File: src/source/sha256_pkg.sv
package sha256_pkg;

	localparam int ROUNDS = 64;
	localparam int SCHED_WORDS = 16;

	typedef logic [31:0] word_t;

	// Word 0 sits in the top bits of the block
	typedef word_t [0:SCHED_WORDS-1] block_t;

	typedef struct packed {
		word_t a;
		word_t b;
		word_t c;
		word_t d;
		word_t e;
		word_t f;
		word_t g;
		word_t h;
	} hash_vars_t;

	// Round logic sees a..h, the chaining addition sees plain words
	typedef union packed {
		hash_vars_t       vars;
		word_t [0:7]      words;
	} hash_state_u;

	typedef struct packed {
		logic        valid;
		hash_state_u chain;
		hash_state_u state;
	} stage_t;

	localparam word_t round_k [0:ROUNDS-1] = '{
		32'h428a2f98, 32'h71374491, 32'hb5c0fbcf, 32'he9b5dba5,
		32'h3956c25b, 32'h59f111f1, 32'h923f82a4, 32'hab1c5ed5,
		32'hd807aa98, 32'h12835b01, 32'h243185be, 32'h550c7dc3,
		32'h72be5d74, 32'h80deb1fe, 32'h9bdc06a7, 32'hc19bf174,
		32'he49b69c1, 32'hefbe4786, 32'h0fc19dc6, 32'h240ca1cc,
		32'h2de92c6f, 32'h4a7484aa, 32'h5cb0a9dc, 32'h76f988da,
		32'h983e5152, 32'ha831c66d, 32'hb00327c8, 32'hbf597fc7,
		32'hc6e00bf3, 32'hd5a79147, 32'h06ca6351, 32'h14292967,
		32'h27b70a85, 32'h2e1b2138, 32'h4d2c6dfc, 32'h53380d13,
		32'h650a7354, 32'h766a0abb, 32'h81c2c92e, 32'h92722c85,
		32'ha2bfe8a1, 32'ha81a664b, 32'hc24b8b70, 32'hc76c51a3,
		32'hd192e819, 32'hd6990624, 32'hf40e3585, 32'h106aa070,
		32'h19a4c116, 32'h1e376c08, 32'h2748774c, 32'h34b0bcb5,
		32'h391c0cb3, 32'h4ed8aa4a, 32'h5b9cca4f, 32'h682e6ff3,
		32'h748f82ee, 32'h78a5636f, 32'h84c87814, 32'h8cc70208,
		32'h90befffa, 32'ha4506ceb, 32'hbef9a3f7, 32'hc67178f2
	};

	localparam hash_state_u HASH_IV = {
		32'h6a09e667, 32'hbb67ae85, 32'h3c6ef372, 32'ha54ff53a,
		32'h510e527f, 32'h9b05688c, 32'h1f83d9ab, 32'h5be0cd19
	};

	function automatic word_t rotr(input word_t x, input int unsigned n);
		return (x >> n) | (x << (32 - n));
	endfunction

	// Message schedule
	function automatic word_t small_sigma0(input word_t x);
		return rotr(x, 7) ^ rotr(x, 18) ^ (x >> 3);
	endfunction

	function automatic word_t small_sigma1(input word_t x);
		return rotr(x, 17) ^ rotr(x, 19) ^ (x >> 10);
	endfunction

	// Compression round
	function automatic word_t big_sigma0(input word_t x);
		return rotr(x, 2) ^ rotr(x, 13) ^ rotr(x, 22);
	endfunction

	function automatic word_t big_sigma1(input word_t x);
		return rotr(x, 6) ^ rotr(x, 11) ^ rotr(x, 25);
	endfunction

	function automatic word_t ch(input word_t x, input word_t y, input word_t z);
		return (x & y) ^ (~x & z);
	endfunction

	function automatic word_t maj(input word_t x, input word_t y, input word_t z);
		return (x & y) ^ (x & z) ^ (y & z);
	endfunction

endpackage
File: src/source/sha256_sched_stage.sv
`timescale 1ns/1ps

module sha256_sched_stage #(
	parameter int ROUND = 0
) (
	input  logic               CLK,
	input  logic               RST,
	input  logic               adv_i,
	input  sha256_pkg::block_t window_i,
	output sha256_pkg::block_t window_o
);

	// Rounds from here on never read a newly expanded word
	localparam int EXPAND_LIMIT = sha256_pkg::ROUNDS - sha256_pkg::SCHED_WORDS;

	sha256_pkg::word_t  w_next;
	sha256_pkg::block_t window_next;

	generate
		if (ROUND < EXPAND_LIMIT) begin : g_expand
			// W[t+16] from W[t], W[t+1], W[t+9] and W[t+14]
			assign w_next = sha256_pkg::small_sigma1(window_i[14])
				+ window_i[9]
				+ sha256_pkg::small_sigma0(window_i[1])
				+ window_i[0];
		end else begin : g_tail
			assign w_next = '0;
		end
	endgenerate

	// Drop the consumed word, append the new one at the bottom
	assign window_next = {window_i[1:sha256_pkg::SCHED_WORDS-1], w_next};

	always_ff @(posedge CLK or negedge RST) begin
		if (!RST) begin
			window_o <= '0;
		end else if (adv_i) begin
			window_o <= window_next;
		end
	end

endmodule

File: config.mk
export PLATFORM = sky130hd
export DESIGN_NAME = sha256_sched_stage
export DESIGN_NICKNAME = d
export VERILOG_FILES = /design/src/source/sha256_pkg.sv /design/src/source/sha256_sched_stage.sv
export SDC_FILE = /design/constraint.sdc
export NUM_CORES = 1
export LEC_CHECK = 0
export BUFFER_PORTS_ARGS = -buffer_cell sky130_fd_sc_hd__buf_2
export CORE_AREA = 2 2 401 403
export CTS_BUF_LIST = sky130_fd_sc_hd__clkbuf_4 sky130_fd_sc_hd__clkbuf_8 sky130_fd_sc_hd__clkbuf_16
export DETAILED_ROUTE_END_ITERATION = 6
export DIE_AREA = 0 0 403 405
export SKIP_LAST_GASP = 1
export SYNTH_ARGS = -nofsm -noshare
export SYNTH_HDL_FRONTEND = slang
export SYNTH_SLANG_ARGS = --single-unit
File: constraint.sdc
create_clock -name CLK -period 1 [get_ports CLK]
set_input_delay 0.05 -clock CLK [delete_from_list [all_inputs] [get_ports CLK]]
set_output_delay 0.05 -clock CLK [all_outputs]
set_load 0.02 [all_outputs]
Yosys cells after proc, flatten, opt, wreduce, memory -nomap -nowiden

Index checks and enable logic that the tools add are counted.

$add $sub $neg: 3
Bitwise logic cells: 8

Operators with widths:

| cell             | number |
|---|---|
| $add A32 B32 Y32 | 3 |
| $xor A32 B32 Y32 | 2 |
| $or A13 B32 Y32  | 1 |
| $or A14 B32 Y32  | 1 |
| $or A15 B32 Y32  | 1 |
| $or A25 B32 Y32  | 1 |
| $xor A32 B22 Y32 | 1 |
| $xor A32 B29 Y32 | 1 |

Bits in registers: 512

Longest topological paths before layout

Word-level depth: 6
Mapped depth: 14
Gate-level depth less buffers: 14

Worst setup path after synthesis

OpenSTA, ideal clock, no wires.

Path kind: input to register
Start point: input port window_i[52] (netlist name)
End point: register window_o[23] (netlist name)
Path slack: -2,762 ps
Arrival time: 3,638 ps
Data required time: 875 ps
Stages: 14
Path through: xor2_1 > xnor2_1 > fa_1 > inv_1 > fa_1 > ha_1 > fa_1 > a21o_1 > a221o_1 > a211o_1 > a41oi_2 > o21ai_2 > xor2_1 > mux2_2

Word-level cells in the longest chain between the ends: 6
Elaborated cells between the ends (all ways): 7

Ends and longest elaborated chain:

| element                                                   | line                     | source |
|---|---|---|
| start: declaration                                        | sha256_sched_stage.sv:9  | `input sha256_pkg::block_t window_i,` |
| $or A13 B32 Y32 / $or A15 B32 Y32 (equally long branches) | sha256_pkg.sv:59         | `return (x >> n) \| (x << (32 - n));` |
| $xor A32 B32 Y32                                          | sha256_pkg.sv:68         | `return rotr(x, 17) ^ rotr(x, 19) ^ (x >> 10);` |
| $xor A32 B22 Y32 (*)                                      | sha256_pkg.sv:68         |  |
| $add A32 B32 Y32 (*)                                      | sha256_sched_stage.sv:23 | `+ window_i[9]` |
| $add A32 B32 Y32 (*)                                      | sha256_sched_stage.sv:24 | `+ sha256_pkg::small_sigma0(window_i[1])` |
| $add A32 B32 Y32 (*)                                      | sha256_sched_stage.sv:25 | `+ window_i[0];` |
| end signal: assignment                                    | sha256_sched_stage.sv:38 | `window_o <= window_next;` |
| end: declaration                                          | sha256_sched_stage.sv:10 | `output sha256_pkg::block_t window_o` |

Every way passes the cells marked *; elsewhere a longest branch is shown, timed or not.
A chain may end at the register's enable or synchronous reset.

Worst setup path in the final report

Start point: input port window_i[51] (netlist name)
End point: register window_o[23] (netlist name)

The elaborated chain is that of the path after synthesis.

==> results.toml <==
[timing]
setup_ws_ns = -2.496
finalCriticalPeriod_ns = 3.496
relSlewSlack = 0.5729
setup_violations = 770
rsz0062_at_grt = "yes"
slew_violations = 0
skew_ns = 0
fin_crit_sh = 3.496
fmax_mhz = 286.0
hold_violations = 0
worst_slew_pin_slew_ns = 0.6362

[die]
die_x_um = 403
core_um2 = 159300
start_util = 0.1457
io_pins = 1027
dieArea_um2 = 163200
rows = 147
chipHeight_um = 405

[power]
ir_drop_mv = 1.308
total_power_mw = 89.43
p_leak_nw = 20.73
pwr_density_cell_nw_per_um2 = 1980

[cts]
clk_pin_slew_ns = 0.06
cts_buffers = 67
clock_path_buffers = 3
clk_latency_ns = 0.64
ctsHtreeMaxLevel = 3
hold_buffers = 485
cts.sinks = 512
cts_root_buffer = "clkbuf_16"
cts_tree = "done"

[final_layout]
drive_gt1_frac = 0.5933
seqCellArea_um2 = 12820
mostFrequentLayoutCells = "buf_6, buf_2, dfrtp_1"
final_util = 0.2835
final_common_cell = "buf_6"
top_regs = "window_o: 512 flops"
final_nets = 4151
n_fill_cell = 16186
regMostFlops = "window_o"
multiInputGateArea_um2 = 10260
largest_reg_flops = 512
area_growth_pct = 94.62

[detailed_routing]
drtIter0Drc = 1022
vias_per_cell = 3.744
antenna_left = 0
via_count = 21323
drc = 0
drt_wl_total_um = 138200
routedWlPerCell_um = 24.27
first_pass_iters = 5

[synthesis]
synth-edff-count = 0
synth_top_flop_cell = "dfrtp_1"
async_reset_ff_frac = 1.000
synth_seq_area_share = 0.5522
avgSynthCellArea_um2 = 14.23
syn-num-nets = 2239
synth_cell_type_count = 50
synth_seq_cells = 512
syn_area_um2 = 23200
ys_warn_count = 0
synth_cells = 1631

[critical_path]
cp_slowest_cell = "fa_1"
crit_required_ns = 1.54
crit_path_max_incr_delay_ns = 0.51
endpoint_kind = "register"
cp_data_arrival_time_ns = 4.04
crit_type = "input port to register"
worstPathMaxFanout = 4
start_kind = "input port"
crit_chain = "buf_8, buf_6, xnor2_4, xnor2_2, buf_6, fa_2, fa_1, ha_4, fa_2, a21o_1, a221o_1, buf_4, a211o_4, a41oi_2, o21ai_2, xor2_1, mux2_4"

[placed_design]
dp_hpwl_um = 111900
port_buffers = 1026
gp_congestion = 0.8678

[global_routing]
grt_start_max_net_pins = 68
grt_pass1_vias = 22997
antenna_found_initial = 78
overflow = 0
track_usage = 0.1649
grt_pass1_wl_um = 185900

[outcome]
status = "complete, but fails checks"
violations = "negative setup slack"

[worst_hold_path]
hold_class = "input port to register"

[run]
timing.max_cap.violations = 0
layout make-up:
| class | instances | area share |
|---|---|---|
| antenna | 18 | 0.0009975 |
| clock buffer | 97 | 0.04428 |
| clock inverter | 21 | 0.005486 |
| inverter | 126 | 0.01047 |
| multi-input combinational | 923 | 0.2271 |
| sequential | 512 | 0.2840 |
| tap | 2086 | 0.05780 |
| timing repair buffer | 1913 | 0.3698 |
through the flow:
step / hold WS [ns] / setup WS (ns) / cell area [um^2] / setup TNS (ns) / std cells
floorplan: -0.2456 / -2.626 / 23600 / -64.80 / 1631
global placement: -0.1005 / -3.127 / 33120 / -158.44 / 4940
detailed placement: -0.09755 / -3.188 / 33120 / -160.76 / 4940
CTS: -0.06437 / -2.316 / 44630 / -502.19 / 5655
global route: -0.01541 / -2.542 / 45120 / -240.03 / 5683
finish: 0.01254 / -2.496 / 45160 / -201.31 / 5696
worst max-delay path, delay by kind of cell:
kind            cells  cell delay, ns
mux                 1            0.26
buf+inv             4            0.54
fa+ha+maj           4            1.45
xor+xnor            3            0.46
compound gates      5            1.26
path summary, 6_finish.rpt:
path	endpoint	slack, ns	cells after the start	startpoint
worst min-delay path	window_o[0]$_DFFE_PN0P_	0.01	4	window_i[480]
min in group asynchronous	window_o[410]$_DFFE_PN0P_	0.31	4	RST
max in group asynchronous	window_o[174]$_DFFE_PN0P_	-0.13	4	RST
worst max-delay path	window_o[23]$_DFFE_PN0P_	-2.50	17	window_i[51]
worst min register to register	window_o[481]$_DFFE_PN0P_	0.53	1	window_o[481]$_DFFE_PN0P_
worst max register to register	window_o[339]$_DFFE_PN0P_	-0.03	3	window_o[339]$_DFFE_PN0P_
logic make-up (layout without fill, tap and decap cells):
logic type | count (synthesis) | in the layout | share of synthesized area
other | 0 | 18 | 0
buffers and inverters | 196 | 2157 | 0.03176
AOI/OAI and AO/OA | 104 | 104 | 0.03193
DFF | 512 | 512 | 0.5522
muxes | 502 | 502 | 0.2436
xor gates and xnor gates | 141 | 141 | 0.05323
adders and majority gates | 93 | 93 | 0.07021
and+or+nand+nor | 83 | 83 | 0.01709
Yosys cell counts (all sizes together), types with 17 or more instances:
cell,number,area (um^2)
dfrtp,512,12810
mux2,501,5642
inv,126,473.0
xnor2,89,779.5
clkbuf,68,255.2
fa,62,1241
xor2,52,455.4
ha,31,387.9
a21oi,27,135.1
nor2,22,82.58
a21o,19,142.6
nand2,18,67.56
nand3,17,85.08
per-layer routing:
| layer | global-route usage | routed length (um) | up-vias |
|---|---|---|---|
| met5 | 0 | 465 | - |
| met4 | 0.06433 | 5472 | 74 |
| met3 | 0.07169 | 14360 | 278 |
| met2 | 0.2616 | 63490 | 865 |
| met1 | 0.1955 | 54460 | 10680 |
| li1 | - | - | 9426 |
where the power goes:
group	leakage [nW]	switching (mW)	internal (mW)	total [mW]
logic	13.6	18.7	20.4	39.1
clock network	1.12	10.4	14.4	24.8
registers	5.98	2.07	23.4	25.5
repair_timing:
item | CTS | global route
endpoints found under the hold margin | 1005 | 1
endpoints found under the setup margin | 544 | 1536
setup buffers | 117 | 28
gates cloned | 0 | 0
resized for setup | 1099 | 62
pin swaps | 54 | 57
Power figures use the tool's default switching activity.
