**src/source/sha256_pkg.sv**
```systemverilog
package sha256_pkg;

	localparam int ROUNDS = 64;
	localparam int SCHED_WORDS = 16;

	typedef logic [31:0] word_t;

	// Word 0 sits in the top bits of the block
	typedef word_t [0:SCHED_WORDS-1] block_t;

	typedef struct packed {
		word_t a;
		word_t b;
		word_t c;
		word_t d;
		word_t e;
		word_t f;
		word_t g;
		word_t h;
	} hash_vars_t;

	// Round logic sees a..h, the chaining addition sees plain words
	typedef union packed {
		hash_vars_t       vars;
		word_t [0:7]      words;
	} hash_state_u;

	typedef struct packed {
		logic        valid;
		hash_state_u chain;
		hash_state_u state;
	} stage_t;

	localparam word_t round_k [0:ROUNDS-1] = '{
		32'h428a2f98, 32'h71374491, 32'hb5c0fbcf, 32'he9b5dba5,
		32'h3956c25b, 32'h59f111f1, 32'h923f82a4, 32'hab1c5ed5,
		32'hd807aa98, 32'h12835b01, 32'h243185be, 32'h550c7dc3,
		32'h72be5d74, 32'h80deb1fe, 32'h9bdc06a7, 32'hc19bf174,
		32'he49b69c1, 32'hefbe4786, 32'h0fc19dc6, 32'h240ca1cc,
		32'h2de92c6f, 32'h4a7484aa, 32'h5cb0a9dc, 32'h76f988da,
		32'h983e5152, 32'ha831c66d, 32'hb00327c8, 32'hbf597fc7,
		32'hc6e00bf3, 32'hd5a79147, 32'h06ca6351, 32'h14292967,
		32'h27b70a85, 32'h2e1b2138, 32'h4d2c6dfc, 32'h53380d13,
		32'h650a7354, 32'h766a0abb, 32'h81c2c92e, 32'h92722c85,
		32'ha2bfe8a1, 32'ha81a664b, 32'hc24b8b70, 32'hc76c51a3,
		32'hd192e819, 32'hd6990624, 32'hf40e3585, 32'h106aa070,
		32'h19a4c116, 32'h1e376c08, 32'h2748774c, 32'h34b0bcb5,
		32'h391c0cb3, 32'h4ed8aa4a, 32'h5b9cca4f, 32'h682e6ff3,
		32'h748f82ee, 32'h78a5636f, 32'h84c87814, 32'h8cc70208,
		32'h90befffa, 32'ha4506ceb, 32'hbef9a3f7, 32'hc67178f2
	};

	localparam hash_state_u HASH_IV = {
		32'h6a09e667, 32'hbb67ae85, 32'h3c6ef372, 32'ha54ff53a,
		32'h510e527f, 32'h9b05688c, 32'h1f83d9ab, 32'h5be0cd19
	};

	function automatic word_t rotr(input word_t x, input int unsigned n);
		return (x >> n) | (x << (32 - n));
	endfunction

	// Message schedule
	function automatic word_t small_sigma0(input word_t x);
		return rotr(x, 7) ^ rotr(x, 18) ^ (x >> 3);
	endfunction

	function automatic word_t small_sigma1(input word_t x);
		return rotr(x, 17) ^ rotr(x, 19) ^ (x >> 10);
	endfunction

	// Compression round
	function automatic word_t big_sigma0(input word_t x);
		return rotr(x, 2) ^ rotr(x, 13) ^ rotr(x, 22);
	endfunction

	function automatic word_t big_sigma1(input word_t x);
		return rotr(x, 6) ^ rotr(x, 11) ^ rotr(x, 25);
	endfunction

	function automatic word_t ch(input word_t x, input word_t y, input word_t z);
		return (x & y) ^ (~x & z);
	endfunction

	function automatic word_t maj(input word_t x, input word_t y, input word_t z);
		return (x & y) ^ (x & z) ^ (y & z);
	endfunction

endpackage
```
**src/source/sha256_final_add.sv**
```systemverilog
`timescale 1ns/1ps

module sha256_final_add (
	input  logic                    CLK,
	input  logic                    RST,
	input  logic                    adv_i,
	input  sha256_pkg::stage_t      stage_i,
	output sha256_pkg::hash_state_u digest_o,
	output logic                    valid_o
);

	sha256_pkg::hash_state_u sum;

	// Word-wise add, mod 2^32
	always_comb begin
		for (int i = 0; i < 8; i++) begin
			sum.words[i] = stage_i.chain.words[i] + stage_i.state.words[i];
		end
	end

	always_ff @(posedge CLK or negedge RST) begin
		if (!RST) begin
			valid_o  <= 1'b0;
			digest_o <= '0;
		end else if (adv_i) begin
			valid_o  <= stage_i.valid;
			digest_o <= sum;
		end
	end

endmodule

```
**config.mk**
```make
export PLATFORM = sky130hd
export DESIGN_NAME = sha256_final_add
export DESIGN_NICKNAME = d
export VERILOG_FILES = /design/src/source/sha256_pkg.sv /design/src/source/sha256_final_add.sv
export SDC_FILE = /design/constraint.sdc
export NUM_CORES = 1
export LEC_CHECK = 0
export ABC_AREA = 0
export BUFFER_PORTS_ARGS = -buffer_cell sky130_fd_sc_hd__buf_2
export CAP_MARGIN = 10
export CORE_AREA = 4 4 300 302
export CTS_CLUSTER_SIZE = 8
export DETAILED_ROUTE_END_ITERATION = 7
export DIE_AREA = 0 0 304 306
export GPL_ROUTABILITY_DRIVEN = 0
export GPL_TIMING_DRIVEN = 0
export PLACE_DENSITY = 0.51
export RECOVER_POWER = 50
export SETUP_SLACK_MARGIN = 0.02
export SYNTH_ARGS = -nofsm -noshare
export SYNTH_HDL_FRONTEND = slang
export SYNTH_SLANG_ARGS = --single-unit
export TNS_END_PERCENT = 1
```
**constraint.sdc**
```tcl
create_clock -name CLK -period 1.54 [get_ports CLK]
set_input_delay 0.077 -clock CLK [delete_from_list [all_inputs] [get_ports CLK]]
set_output_delay 0.077 -clock CLK [all_outputs]
set_load 0.005 [all_outputs]
```
Word-level counts from Yosys, hierarchy flattened
Index checks and enable logic that the tools add are counted.
{ "word_totals": {"register_bits": 257, "input_bits": 516, "output_inout_bits": 257, "word_cells": 10} }
{ "classes": {"n_addsub": 8} }
{ "op_table": {"columns": ["op", "n"], "rows": [
  ["$add 32x32->32", 8]
]} }

Logic depth before layout (Yosys ltp)
{ "depth": {"ltp_word": 1, "mapped_depth": 11} }

Least setup slack after synthesis
Ideal clock, no wire load.
{ "synth_timing": {"kind": "input to register", "startpoint": "in stage_i[128] in the netlist's numbering", "endpoint": "reg digest_o[156] in the netlist's numbering", "setup_ns": 0.125, "arrival_ns": 2.567, "path_slack_ns": -1.152, "cell_stages": 11, "path_buffers": 0, "cell_sequence": "ha_1 fa_1 a211oi_2 o211ai_1 a41oi_1 o21ai_0 a2111oi_0 o21ai_0 a31oi_1 xnor2_1 mux2_2"} }
{ "synth_via": {"elab_chain_len": 1} }
{ "synth_lines": {"columns": ["item", "line", "source"], "rows": [
  ["start: declaration", "sha256_final_add.sv:7", "input sha256_pkg::stage_t stage_i,"],
  ["$add 32x32->32", "sha256_final_add.sv:17", "sum.words[i] = stage_i.chain.words[i] + stage_i.state.words[i];"],
  ["end signal: assignment", "sha256_final_add.sv:27", "digest_o <= sum;"],
  ["end: declaration", "sha256_final_add.sv:8", "output sha256_pkg::hash_state_u digest_o,"]
]} }
Every way passes these cells.
A chain may end at the register's enable or synchronous reset.

Worst setup path after layout
Ends and elaborated chain as after synthesis.

==> metrics.log <==
INFO  metric status = finished with violations
INFO  metric violations = negative setup slack
INFO  metric worstSkewPairLatency = 0.54 ns
INFO  metric fin_nets = 3962
INFO  metric placedCellCount = 4253
INFO  metric post_synth_and_or_nand_nor_area_fraction = 10.1%
INFO  metric fin_ws = -0.709 ns
INFO  metric grt_setup_unrepaired = yes
INFO  metric global_route.usage.total = 20.1%
INFO  metric io_pins = 773
INFO  metric ir_drop = 633 µV
INFO  metric final_layout_size_suffix_gt1_share = 35.7%
INFO  metric max_cap_viol_count = 0
INFO  metric synthesis.area = 21700 µm²
INFO  metric synth-seq-cells = 257
INFO  metric h-tree-depth = 2
INFO  metric cts-root-to-sink-buffers = 3
INFO  metric die_height = 306 µm
INFO  metric powerDensity = 988 nW/µm²
INFO  metric leakage = 13.8 nW
INFO  metric main_combinational_cell_family_by_area_after_synthesis = compound AO/OA/AOI/OAI gates
INFO  metric synth_flop_cell = sky130_fd_sc_hd__dfrtp_1
INFO  metric synth_compound_gate_area_share = 23.4%
INFO  metric yosys.area_share.xor_xnor = 8.90%
INFO  metric drt.antenna.violating_nets = 0
INFO  metric die_area = 93000 µm²
INFO  metric clock_tree_from_tritoncts = yes
INFO  metric worstHoldPathType = in -> reg
INFO  metric totalPowerFinal = 30.1 mW
INFO  metric post-route-min-period = 2.25 ns
INFO  metric synth_top_cells_by_area = sky130_fd_sc_hd__dfrtp_1, sky130_fd_sc_hd__ha_1, sky130_fd_sc_hd__mux2_2
INFO  metric synth_nets = 3081
INFO  metric clock_sink_count = 257
INFO  metric postSynthCellCount = 2309
INFO  metric cts_root_buf = sky130_fd_sc_hd__clkbuf_16
INFO  metric critPathMaxStageDelay = 0.41 ns
INFO  metric synth.yosys.seq_area_share = 29.6%
INFO  metric finalHoldViolCount = 0
INFO  metric setup_violations = 264
INFO  metric area_added_between_synthesis_and_finish = 40.1%
INFO  metric die-width = 304 µm
INFO  metric io_buffers = 771
INFO  metric grt_first_pass_wirelength = 144 mm
INFO  metric crit_fanout = 3
INFO  metric drt_pre_antenna_iters = 5
INFO  metric worstSetupStartpointType = input port
INFO  metric critical-path-top-delay-family = compound AO/OA/AOI/OAI gates
INFO  metric yosysUniqueCellTypes = 76
INFO  metric avg_vias_per_cell = 4.98
INFO  metric max_slew_margin = 16.8%
INFO  metric cp-end-kind = flop
INFO  metric ws_path_type = in -> reg
INFO  metric synth_top_area_cell = sky130_fd_sc_hd__dfrtp_1
INFO  metric timing_worst_slew_pin_value = 1.25 ns
INFO  metric globalRouteOverflowTotal = 0
INFO  metric cp.required = 1.95 ns
INFO  metric starting_density_of_the_core = 24.8%
INFO  metric final_core_util = 34.7%
INFO  metric synth_top_area_share = 29.6%
INFO  metric routedWlPerCell = 22.4 µm
INFO  metric cts-buffers-inserted = 40
INFO  metric final_std_cells_w_o_fill = 4391
INFO  metric synth.mux.area_fraction = 10.8%
INFO  metric finalCritPeriodShare = 146%
INFO  metric drt_iter0_markers = 1114
INFO  metric achievable-frequency = 0.445 GHz
INFO  metric placementRows = 109
INFO  metric syn_avg_cell_area = 9.42 µm²
INFO  metric critical_path.most_common_cell = sky130_fd_sc_hd__o21ai_2
INFO  metric cts.reportedPaths.clkPinSlew = 0.05 ns
INFO  metric yosys.cell_count.top_type = sky130_fd_sc_hd__dfrtp_1
INFO  metric filler_cell_count = 9219
INFO  metric synth_enable_flop_cells = 0
INFO  metric drcViolationCount = 0
INFO  metric grt_antenna_before_repair = 25
INFO  metric design.core.area = 87700 µm²
INFO  metric grt_start_max_net_pins = 101
INFO  metric worst-endpoint-arrival = 2.66 ns
INFO  metric synth_commonest_cells = sky130_fd_sc_hd__dfrtp_1, sky130_fd_sc_hd__ha_1, sky130_fd_sc_hd__a21oi_1
INFO  metric crit_chain = buf_6, ha_4, fa_2, a211oi_4, o211ai_1, a41oi_2, o21ai_2, a2111oi_4, o21ai_2, a31oi_2, xnor2_1, mux2_2
INFO  metric maxSlewViolCount = 0
INFO  metric first_global_vias = 22.1k
INFO  metric ys_warn_count = 0
INFO  metric vias = 21.9k
INFO  metric critical_path.n_buffers_inverters = 1
INFO  metric yosys.area_share.adder = 15.0%
INFO  metric timing.critical_path.slowest_stage_cell = sky130_fd_sc_hd__a2111oi_4
INFO  metric postSynth.asyncResetShare = 100%
INFO  metric clock_skew = 0 ns
INFO  metric drt-total-wl = 98.5 mm
INFO  metric dp_hpwl = 80.4 mm
==> worst paths after layout <==
path	from	end	slack, ns	depth (start not counted)
worst max register to register	digest_o[125]	digest_o[125]	0.65	2
max in group asynchronous	RST	digest_o[243]	-0.04	3
worst max-delay path	stage_i[128]	digest_o[156]	-0.71	12
min in group asynchronous	RST	digest_o[160]	0.34	2
worst min register to register	digest_o[36]	digest_o[36]	0.48	1
worst min-delay path	stage_i[5]	digest_o[5]	0.04	4
==> tightest hold or removal path, stage by stage <==
cell and delay, ns:
sky130_fd_sc_hd__buf_6 0.08, sky130_fd_sc_hd__ha_4 0.15, sky130_fd_sc_hd__xnor2_1 0.11, sky130_fd_sc_hd__mux2_2 0.14
==> area by class of cell <==
class	instances	area (µm²)	share of cell area, %
flip-flops and latches	257	6430	21.1
inverters	52	195	0.641
clock inverters	1	30.0	0.0986
multi-input cells	1925	16400	54.0
repair buffers	839	4420	14.5
plain buffers	75	318	1.04
clock buffers	57	1120	3.66
diodes	20	50.0	0.164
well taps	1165	1460	4.79
==> per-stage QoR <==
step / TNS (ns) / instance area [µm²] / hold slack (ns) / setup WS [ns]
after floorplan: -93.55 / 21900 / -0.219 / -0.868
after global placement: -1697.14 / 27200 / 0.312 / -5.22
after detailed placement: -280.92 / 27300 / 0.130 / -2.06
after CTS: -35.52 / 30200 / 0.000531 / -0.719
after global routing: -97.66 / 30400 / 0.0267 / -0.818
final: -51.66 / 30500 / 0.0418 / -0.709
==> metal layers <==
metal | track usage (%) | wire length (µm) | up-vias
met1 | 25.3 | 42300 | 10675
met3 | 4.61 | 5880 | 112
li1 | - | - | 10397
met5 | 0 | 39 | -
met4 | 4.01 | 1740 | 8
met2 | 35.3 | 48600 | 686
==> power breakdown <==
group	internal (mW)	switching, mW	leakage, nW	total, mW
clock	5.10	3.46	0.556	8.56
combinational	5.60	6.58	10.2	12.2
sequential	8.42	0.919	3.00	9.34
total	19.1	11.0	13.8	30.1
==> repair_timing <==
item                                   in CTS  in global routing
endpoints found under the hold margin     107                  0
buffers inserted                           15                  0
resized for setup                         251                 93
pin swaps                                  92                 33
setup endpoints to repair                 243                172
hold buffers                               45                  0
==> cell usage in the layout (no fill, tap or decap), drive strengths merged, types with 108 or more instances in the layout <==
| cell type | netlist | layout |
|---|---|---|
| mux2 | 205 | 205 |
| xnor2 | 154 | 154 |
| nor2 | 108 | 108 |
| buf | 6 | 642 |
| a21oi | 238 | 238 |
| clkbuf | 69 | 284 |
| ha | 248 | 248 |
| dfrtp | 257 | 257 |
| nand2 | 151 | 151 |
| a21o | 169 | 169 |
| o21ai | 126 | 126 |
==> flip-flops by register name (all words and copies together), names as in the netlist <==
name / cells
digest_o: 256
valid_o: 1
==> kinds of logic after synthesis <==
logic type	count (synthesis)
adder cells (fa/ha/maj)	256
multiplexers	209
flip-flops	257
buffers and inverters	127
AND/OR/NAND/NOR	462
XOR/XNOR	221
AO/OA/AOI/OAI	777
No activity file was read; power rests on OpenSTA's default activity.
