$ cat src/source/sha256_pkg.sv
package sha256_pkg;

	localparam int ROUNDS = 64;
	localparam int SCHED_WORDS = 16;

	typedef logic [31:0] word_t;

	// Word 0 sits in the top bits of the block
	typedef word_t [0:SCHED_WORDS-1] block_t;

	typedef struct packed {
		word_t a;
		word_t b;
		word_t c;
		word_t d;
		word_t e;
		word_t f;
		word_t g;
		word_t h;
	} hash_vars_t;

	// Round logic sees a..h, the chaining addition sees plain words
	typedef union packed {
		hash_vars_t       vars;
		word_t [0:7]      words;
	} hash_state_u;

	typedef struct packed {
		logic        valid;
		hash_state_u chain;
		hash_state_u state;
	} stage_t;

	localparam word_t round_k [0:ROUNDS-1] = '{
		32'h428a2f98, 32'h71374491, 32'hb5c0fbcf, 32'he9b5dba5,
		32'h3956c25b, 32'h59f111f1, 32'h923f82a4, 32'hab1c5ed5,
		32'hd807aa98, 32'h12835b01, 32'h243185be, 32'h550c7dc3,
		32'h72be5d74, 32'h80deb1fe, 32'h9bdc06a7, 32'hc19bf174,
		32'he49b69c1, 32'hefbe4786, 32'h0fc19dc6, 32'h240ca1cc,
		32'h2de92c6f, 32'h4a7484aa, 32'h5cb0a9dc, 32'h76f988da,
		32'h983e5152, 32'ha831c66d, 32'hb00327c8, 32'hbf597fc7,
		32'hc6e00bf3, 32'hd5a79147, 32'h06ca6351, 32'h14292967,
		32'h27b70a85, 32'h2e1b2138, 32'h4d2c6dfc, 32'h53380d13,
		32'h650a7354, 32'h766a0abb, 32'h81c2c92e, 32'h92722c85,
		32'ha2bfe8a1, 32'ha81a664b, 32'hc24b8b70, 32'hc76c51a3,
		32'hd192e819, 32'hd6990624, 32'hf40e3585, 32'h106aa070,
		32'h19a4c116, 32'h1e376c08, 32'h2748774c, 32'h34b0bcb5,
		32'h391c0cb3, 32'h4ed8aa4a, 32'h5b9cca4f, 32'h682e6ff3,
		32'h748f82ee, 32'h78a5636f, 32'h84c87814, 32'h8cc70208,
		32'h90befffa, 32'ha4506ceb, 32'hbef9a3f7, 32'hc67178f2
	};

	localparam hash_state_u HASH_IV = {
		32'h6a09e667, 32'hbb67ae85, 32'h3c6ef372, 32'ha54ff53a,
		32'h510e527f, 32'h9b05688c, 32'h1f83d9ab, 32'h5be0cd19
	};

	function automatic word_t rotr(input word_t x, input int unsigned n);
		return (x >> n) | (x << (32 - n));
	endfunction

	// Message schedule
	function automatic word_t small_sigma0(input word_t x);
		return rotr(x, 7) ^ rotr(x, 18) ^ (x >> 3);
	endfunction

	function automatic word_t small_sigma1(input word_t x);
		return rotr(x, 17) ^ rotr(x, 19) ^ (x >> 10);
	endfunction

	// Compression round
	function automatic word_t big_sigma0(input word_t x);
		return rotr(x, 2) ^ rotr(x, 13) ^ rotr(x, 22);
	endfunction

	function automatic word_t big_sigma1(input word_t x);
		return rotr(x, 6) ^ rotr(x, 11) ^ rotr(x, 25);
	endfunction

	function automatic word_t ch(input word_t x, input word_t y, input word_t z);
		return (x & y) ^ (~x & z);
	endfunction

	function automatic word_t maj(input word_t x, input word_t y, input word_t z);
		return (x & y) ^ (x & z) ^ (y & z);
	endfunction

endpackage
$ cat src/source/sha256_round_stage.sv
`timescale 1ns/1ps

module sha256_round_stage #(
	parameter int ROUND = 0
) (
	input  logic               CLK,
	input  logic               RST,
	input  logic               adv_i,
	input  sha256_pkg::word_t  w_i,
	input  sha256_pkg::stage_t stage_i,
	output sha256_pkg::stage_t stage_o
);

	localparam sha256_pkg::word_t K = sha256_pkg::round_k[ROUND];

	sha256_pkg::hash_vars_t  vars_in;
	sha256_pkg::hash_vars_t  vars_next;
	sha256_pkg::word_t       t1;
	sha256_pkg::word_t       t2;

	logic                    valid_q;
	sha256_pkg::hash_state_u chain_q;
	sha256_pkg::hash_state_u state_q;

	assign vars_in = stage_i.state.vars;

	always_comb begin
		t1 = vars_in.h
			+ sha256_pkg::big_sigma1(vars_in.e)
			+ sha256_pkg::ch(vars_in.e, vars_in.f, vars_in.g)
			+ K
			+ w_i;
		t2 = sha256_pkg::big_sigma0(vars_in.a)
			+ sha256_pkg::maj(vars_in.a, vars_in.b, vars_in.c);

		vars_next.a = t1 + t2;
		vars_next.b = vars_in.a;
		vars_next.c = vars_in.b;
		vars_next.d = vars_in.c;
		vars_next.e = vars_in.d + t1;
		vars_next.f = vars_in.e;
		vars_next.g = vars_in.f;
		vars_next.h = vars_in.g;
	end

	always_ff @(posedge CLK or negedge RST) begin
		if (!RST) begin
			valid_q <= 1'b0;
		end else if (adv_i) begin
			valid_q <= stage_i.valid;
		end
	end

	// Chaining value rides along with its own block
	always_ff @(posedge CLK) begin
		if (adv_i) begin
			chain_q      <= stage_i.chain;
			state_q.vars <= vars_next;
		end
	end

	assign stage_o = '{valid: valid_q, chain: chain_q, state: state_q};

endmodule

$ cat config.mk
export PLATFORM = sky130hd
export DESIGN_NAME = sha256_round_stage
export DESIGN_NICKNAME = d
export VERILOG_FILES = /design/src/source/sha256_pkg.sv /design/src/source/sha256_round_stage.sv
export SDC_FILE = /design/constraint.sdc
export NUM_CORES = 1
export LEC_CHECK = 0
export ABC_AREA = 1
export BUFFER_PORTS_ARGS = -buffer_cell sky130_fd_sc_hd__buf_4
export CAP_MARGIN = 20
export CORE_AREA = 2 2 416 418
export DETAILED_ROUTE_END_ITERATION = 10
export DIE_AREA = 0 0 418 420
export HOLD_SLACK_MARGIN = 0.1
export PLACE_DENSITY_LB_ADDON = 0.2
export SLEW_MARGIN = 5
export SYNTH_ARGS = -nofsm -noshare
export SYNTH_HDL_FRONTEND = slang
export SYNTH_SLANG_ARGS = --single-unit
$ cat constraint.sdc
create_clock -name CLK -period 2.7 [get_ports CLK]
set_clock_uncertainty 0.15 [all_clocks]
set_input_delay 0.54 -clock CLK [delete_from_list [all_inputs] [get_ports CLK]]
set_output_delay 0.54 -clock CLK [all_outputs]
set_load 0.02 [all_outputs]
== Word-level counts from Yosys, hierarchy flattened ==
Index checks and enable logic that the tools add are counted.
Storage, ports and cells
  memories kept: 0
  latch bits: 0
  logic and storage cells: 29
  register bits after elaboration: 513
  bits in read-only memories: 0
  output and inout port bits: 513
  bits of input ports: 548
  bits in writable memories: 0
Operators by class
  add/subtract/negate cells: 7
  mux-type cells: 0
  shift operators: 0
  divide/modulo/power cells: 0
  equal/unequal tests: 0
  reduce and logical (&&, ||, !) cells: 0
  magnitude comparators: 0
  multiply operators: 0
  bitwise gates (word level): 19
Operators by type and width (number)
  32-bit bitwise XOR: 7
  32-bit adder: 6
  32-bit bitwise AND: 5
  32-bit by 31-bit adder with 32-bit output, second input constant: 1
  32-bit NOT: 1
  10-bit by 32-bit bitwise OR with 32-bit output: 1
  19-bit by 32-bit bitwise OR with 32-bit output: 1
  21-bit by 32-bit bitwise OR with 32-bit output: 1
  26-bit by 32-bit bitwise OR with 32-bit output: 1
  30-bit by 32-bit bitwise OR with 32-bit output: 1
  7-bit by 32-bit bitwise OR with 32-bit output: 1

== Longest topological paths before layout ==
Gate-level depths: netlist of run 1.
  depth in word-level cells: 8
  mapped depth: 34
  gate-level depth less buffers: 33

== Worst setup path before layout of run 1 ==
Ideal clock, no wire load.
  path type: input-to-reg
  from: in stage_i[97] (netlist bit)
  to: reg state_q[253] (netlist bit), data pin
  stages on the path: 29
  arrival time: 5.355 ns
  buffers on the path: 1
  required time: 2.298 ns
  setup slack: -3.057 ns
  setup time: 0.252 ns
  cell sequence: clkbuf_1 -> mux2i_1 -> fa_1 -> fa_1 -> inv_1 -> ha_1 -> ha_1 -> fa_1 -> nand2_1 -> inv_1 -> nand2_1 -> nand2_1 -> a21boi_2 -> o21bai_4 -> nand2_2 -> nand2_2 -> xor2_1 -> inv_1 -> fa_1 -> inv_1 -> ha_1 -> nand2_1 -> nor2_1 -> inv_1 -> nor3_2 -> a21oi_1 -> or2_1 -> nand3_1 -> nand2_1
RTL lines
  start, declared: RTL line sha256_round_stage.sv:10  | input sha256_pkg::stage_t stage_i,
  end, declared: RTL line sha256_round_stage.sv:23  | sha256_pkg::hash_state_u state_q;

==> flow_summary.ini, run 1 <==
[global_routing]
grt_pass1_wl_microns = 194000
grt_pass1_vias = 25300
overflow = 0
grt_max_degree = 81
antenna_found_initial = 31
grt_usage = 0.158

[floorplan]
pin_count = 1061
fp.dieW_microns = 418
dieArea_sq_um = 176000
rows = 152
die_h_microns = 420
start_util = 0.153
core_sq_um = 171000

[synth]
yosysMostFrequentCell = edfxtp_1
yosysTopAreaCell = edfxtp_1
synthArstFlopShare = 0.00195
synth.avg_cell_area_sq_um = 12.3
yosys_most_used_dff = edfxtp_1
synth_nets = 2883
synthCells = 2119
synthTopCellsByCount = edfxtp_1, inv_1, nand2_1, xor2_1
synth_warnings = 0
syn-cell-area_sq_um = 26100
synth_top_area_share = 0.589
yosysSeqAreaShare = 0.590
synth_area_leaders = edfxtp_1, fa_1, ha_1, inv_1, nand2_1
synth-edff-count = 512
synth.distinct_cells = 43
synth_seq_cells = 513

[run_status]
violations = setup timing
status = finished, violations left

[routing]
dr_total_vias = 24200
routed_wl_microns = 144000
routedWlPerCell_microns = 22.1
drcViolationCount = 0
drtIter0Drc = 1021
detail-route-antenna-nets = 0
routed_via_density = 3.71
firstDrtPassIters = 5

[hold_path]
worstHoldPathCells = 3
min_path_type = in -> reg

[critical_path]
crit_family = adder cells
cp.buffers_inverters = 8
cp_slowest_cell = fa_2
start_kind = input pin
crit_cells = 31
rr_worst_depth = 1
cp-end-kind = register
critPathKind = in -> reg
cpPeakStageDelay_ns = 0.54
path_max_fanout = 5
required_ns = 3.01
crit_arrival_ns = 5.56

[cts]
htree_levels = 3
cts_root_buf = clkbuf_16
path_clk_slew_ns = 0.06
cts.sinks = 513
cts_tree = done
clockBufferDepth = 3
worstSkewPairLatency_ns = 0.68
numCtsBuffers = 70

[flow_run]
drv_cap = 0

[placed_design]
gp_congestion = 0.868
port_buffers = 1060
dpl-instance-area_sq_um = 41400
place_ws_ns = -3.64
dp_hpwl_microns = 119000

[layout]
multi_input_area_sq_um = 12500
register_area_sq_um = 15400
drive_gt1_frac = 0.534
final_area_sq_um = 51400
syn_to_final_growth_pct = 97.0
final_nets = 5004
nFillCells = 17700

[pwr]
seq_power_share = 0.132
pwr-share-comb = 0.761
p_per_area_nw_per_um2 = 1720
p_leak_nw = 22.3
p_clk_frac = 0.107
p_sw_frac = 0.447
p_int_w = 0.0490
p_switching_w = 0.0396
max-vdd-ir-drop_uv = 1390

[sta]
tightestPinTransition_ns = 0.681
min_period_over_period = 1.94
hold_viol_final = 0
report.final.slew_viol_count = 0
fin_ws_ns = -2.55
slew_headroom = 0.545
period_minus_slack_ns = 5.25
grt_setup_unrepaired = yes
fmax_ghz = 0.191
setup_violations = 61
[power by group through the flow]
stage	clock, W	sequential (W)	combinational (W)
detailed placement	0	0.0118	0.0514
global placement	0	0.0118	0.0516
floorplan	0	0.0131	0.0242
finish	0.00950	0.0117	0.0674
CTS	0.00989	0.0117	0.0600
global route	0.0101	0.0118	0.0724
[sequential cells by signal, summed over array words and instances (netlist names)]
register and flops:
chain_q 256, state_q 256, valid_q 1
[layout by cell type, fill, tap and decap left out, types with 71 or more instances in the layout]
master,synthesis,routed
ha_4,0,71
nand2_1,296,193
buf_4,2,1540
inv_1,347,271
edfxtp_1,512,512
xnor2_1,80,75
nand2_2,9,71
xor2_1,125,105
dlygate4sd3_1,0,454
fa_1,95,82
[cell families after synthesis]
group | synth area share
compound gates | 0.0629
xor+xnor | 0.0688
fa+ha+maj | 0.132
buf+inv | 0.0538
flops | 0.590
mux | 0.0115
simple gates | 0.0813
[metrics by stage]
step / std cells / util / power (W) / setup TNS, ns / hold slack, ns
2_1_floorplan: 2119 / - / 0.0373 / -125.39 / 0.0944
3_3_place_gp: 5884 / 0.242 / 0.0634 / -176.41 / 0.166
3_5_place_dp: 5884 / 0.242 / 0.0633 / -176.31 / 0.166
4_1_cts: 6487 / 0.291 / 0.0816 / -115.24 / 0.101
5_1_grt: 6527 / 0.301 / 0.0943 / -124.29 / 0.139
6_report: 6533 / 0.301 / 0.0886 / -117.22 / 0.186
[path summary, 6_finish.rpt]
path	from	to	slack [ns]
max	stage_i[98]	state_q[244]	-2.55
max in group asynchronous	RST	valid_q	1.76
max reg2reg	valid_q	valid_q	1.80
min	stage_i[144]	state_q[112]	0.19
min reg2reg	valid_q	valid_q	0.37
min in group asynchronous	RST	valid_q	0.54
[metal layers]
layer | share of wire | track usage | vias up
met5 | 0.00063 | 0 | -
met4 | 0.027 | 0.0439 | 14
met3 | 0.048 | 0.0331 | 166
met2 | 0.55 | 0.307 | 673
met1 | 0.37 | 0.170 | 12000
li1 | - | - | 11400
[repair_timing]
| item | 4_1_cts | 5_1_grt |
|---|---|---|
| pin swaps | 120 | 171 |
| gates cloned | 0 | 0 |
| hold buffers | 454 | 0 |
| resized for setup | 286 | 341 |
| endpoints found under the hold margin | 463 | 0 |
| endpoints found under the setup margin | 61 | 61 |
| setup buffers | 34 | 39 |
[layout make-up]
cell class / instances / share of cell area
Inverter: 349 / 0.0260
Timing Repair Buffer: 2071 / 0.333
Multi-Input combinational cell: 1235 / 0.243
Sequential cell: 513 / 0.299
Clock buffer: 84 / 0.0351
Tap cell: 2233 / 0.0543
Antenna cell: 12 / 0.000584
Clock inverter: 36 / 0.00924
[tightest hold or removal path: stages]
cell and delay [ns]:
buf_4 0.09, ha_4 0.16, xor2_1 0.08
No activity file was read; power rests on OpenSTA's default activity.
==> inputs of run 2 (changes only) <==
--- a/config.mk
+++ b/config.mk
@@ -13,6 +13,7 @@
 export DIE_AREA = 0 0 418 420
 export HOLD_SLACK_MARGIN = 0.1
 export PLACE_DENSITY_LB_ADDON = 0.2
+export RECOVER_POWER = 100
 export SLEW_MARGIN = 5
 export SYNTH_ARGS = -nofsm -noshare
 export SYNTH_HDL_FRONTEND = slang
==> constraint.sdc (replaced) <==
create_clock -name CLK -period 6.08 [get_ports CLK]
set_clock_uncertainty 0.15 [all_clocks]
set_input_delay 1.216 -clock CLK [delete_from_list [all_inputs] [get_ports CLK]]
set_output_delay 1.216 -clock CLK [all_outputs]
set_load 0.02 [all_outputs]
==> flow_summary.ini, run 2 (synthesis gave the netlist of run 1 again) <==
[pwr]
p_per_area_nw_per_um2 = 744
pwr-share-comb = 0.708
seq_power_share = 0.164
p_switching_w = 0.0140
p_clk_frac = 0.128
p_leak_nw = 18.6
max-vdd-ir-drop_uv = 465
total_power_w = 0.0317
p_int_w = 0.0177
p_sw_frac = 0.443

[routing]
drcViolationCount = 0
routedWlPerCell_microns = 23.1
drtIter0Drc = 926
dr_total_vias = 21500
firstDrtPassIters = 5
routed_via_density = 3.64
detail-route-antenna-nets = 0
routed_wl_microns = 137000

[sta]
hold_viol_final = 0
report.final.slew_viol_count = 0
slew_headroom = 0.400
grt_setup_unrepaired = yes
setup_violations = 0
fin_ws_ns = 0.138
period_minus_slack_ns = 5.94
tightestPinTransition_ns = 0.898
fmax_ghz = 0.168
setup_tns_ns = 0
min_period_over_period = 0.977

[layout]
final_nets = 4377
top_regs = chain_q: 256 flops, state_q: 256 flops, valid_q: 1 flops
fin_util = 0.249
drive_gt1_frac = 0.452
final_common_cell = buf_4
syn_to_final_growth_pct = 63.2
final_cell_mix = buf_4, edfxtp_1, inv_1, clkbuf_4, nand2_1

[cts]
worstSkewPairLatency_ns = 0.68
htree_levels = 3
clockBufferDepth = 3
path_clk_slew_ns = 0.06
cts.sinks = 513
cts_root_buf = clkbuf_16
numCtsBuffers = 70
cts_tree = done

[floorplan]
fp.dieW_microns = 418
start_util = 0.153
core_sq_um = 171000
pin_count = 1061
dieArea_sq_um = 176000
rows = 152
die_h_microns = 420

[critical_path]
cp-end-kind = register
path_max_fanout = 5
cpPeakStageDelay_ns = 0.54
required_ns = 6.36
crit_arrival_ns = 6.22
cp_slowest_cell = fa_2
start_kind = input pin
critPathKind = in -> reg

[global_routing]
grt_pass1_vias = 22200
overflow = 0
grt_pass1_wl_microns = 180000
antenna_found_initial = 37
grt_usage = 0.151
grt_max_degree = 126

[flow_run]
drv_cap = 0

[hold_path]
min_path_type = reg -> reg

[placed_design]
place_ws_ns = -1.11
dp_hpwl_microns = 118000
gp_congestion = 0.868
port_buffers = 1060

[run_status]
status = finished, final reports clean
## run 2: cell count changes in the layout (fill, tap and decap cells not counted), moves of 44 or more
cell           previous run  this run
a21oi_1                  49        94
buf_4                  1540      1039
inv_1                   271       330
ha_4                     71        26
inv_2                    69        19
nand2_1                 193       268
dlygate4sd3_1           454         1
nor2_1                   38        82
clkbuf_1                 14       130
clkbuf_4                  0       277
buf_6                    59         2
## run 2: layout make-up
| type | instances | area (sq um) |
|---|---|---|
| antenna | 14 | 35.0 |
| clock buffer | 87 | 1840 |
| clock inverter | 35 | 368 |
| fill | 18300 | 128000 |
| inverter | 349 | 1310 |
| multi-input combinational | 1235 | 10300 |
| sequential | 513 | 15400 |
| tap | 2233 | 2790 |
| timing repair buffer | 1444 | 10600 |
## run 2: power by group through the flow
stage / Combinational (W) / Sequential (W) / Clock, W
6_report: 0.0224 / 0.00519 / 0.00407
5_1_grt: 0.0247 / 0.00523 / 0.00436
4_1_cts: 0.0215 / 0.00520 / 0.00426
3_5_place_dp: 0.0211 / 0.00527 / 0
3_3_place_gp: 0.0212 / 0.00526 / 0
2_1_floorplan: 0.00950 / 0.00583 / 0
## run 2: metrics by stage
stage / area, sq um / hold slack [ns] / std cells
3_5_place_dp: 39900 / 0.355 / 5762
4_1_cts: 42300 / 0.377 / 5886
2_1_floorplan: 26300 / 0.332 / 2119
5_1_grt: 42600 / 0.388 / 5903
3_3_place_gp: 39900 / 0.355 / 5762
6_report: 42600 / 0.376 / 5910
## run 2: final timing paths
path,startpoint,to,slack [ns],cells after the start
worst max-delay path,stage_i[98],state_q[255],0.14,33
worst min-delay path,valid_q,valid_q,0.38,1
worst max register to register,valid_q,valid_q,5.18,1
worst min register to register,valid_q,valid_q,0.38,1
max in group asynchronous,RST,valid_q,4.99,2
min in group asynchronous,RST,valid_q,0.70,2
## run 2: routing by layer
layer / wire length (microns) / GRT usage / share of wire
met1: 48600 / 0.153 / 0.36
met5: 126 / 0 / 0.00092
met4: 3800 / 0.0515 / 0.028
met2: 75900 / 0.293 / 0.56
met3: 8190 / 0.0394 / 0.060
## run 2: critical path: cells and delay by family
kind                       cells  cell delay (ns)
adders and majority gates      7             2.51
and+or+nand+nor               13             0.92
AOI/OAI and AO/OA              6             0.91
buffers and inverters          6             0.46
muxes                          1             0.19
## run 2: what timing repair did
item                                    CTS  global route
cloned                                    0             0
endpoints found under the hold margin     1             0
buffers inserted                          1            11
pin swaps                                 7            42
hold buffers                              1             0
gates resized for setup                  32           159
endpoints found under the setup margin   20            25
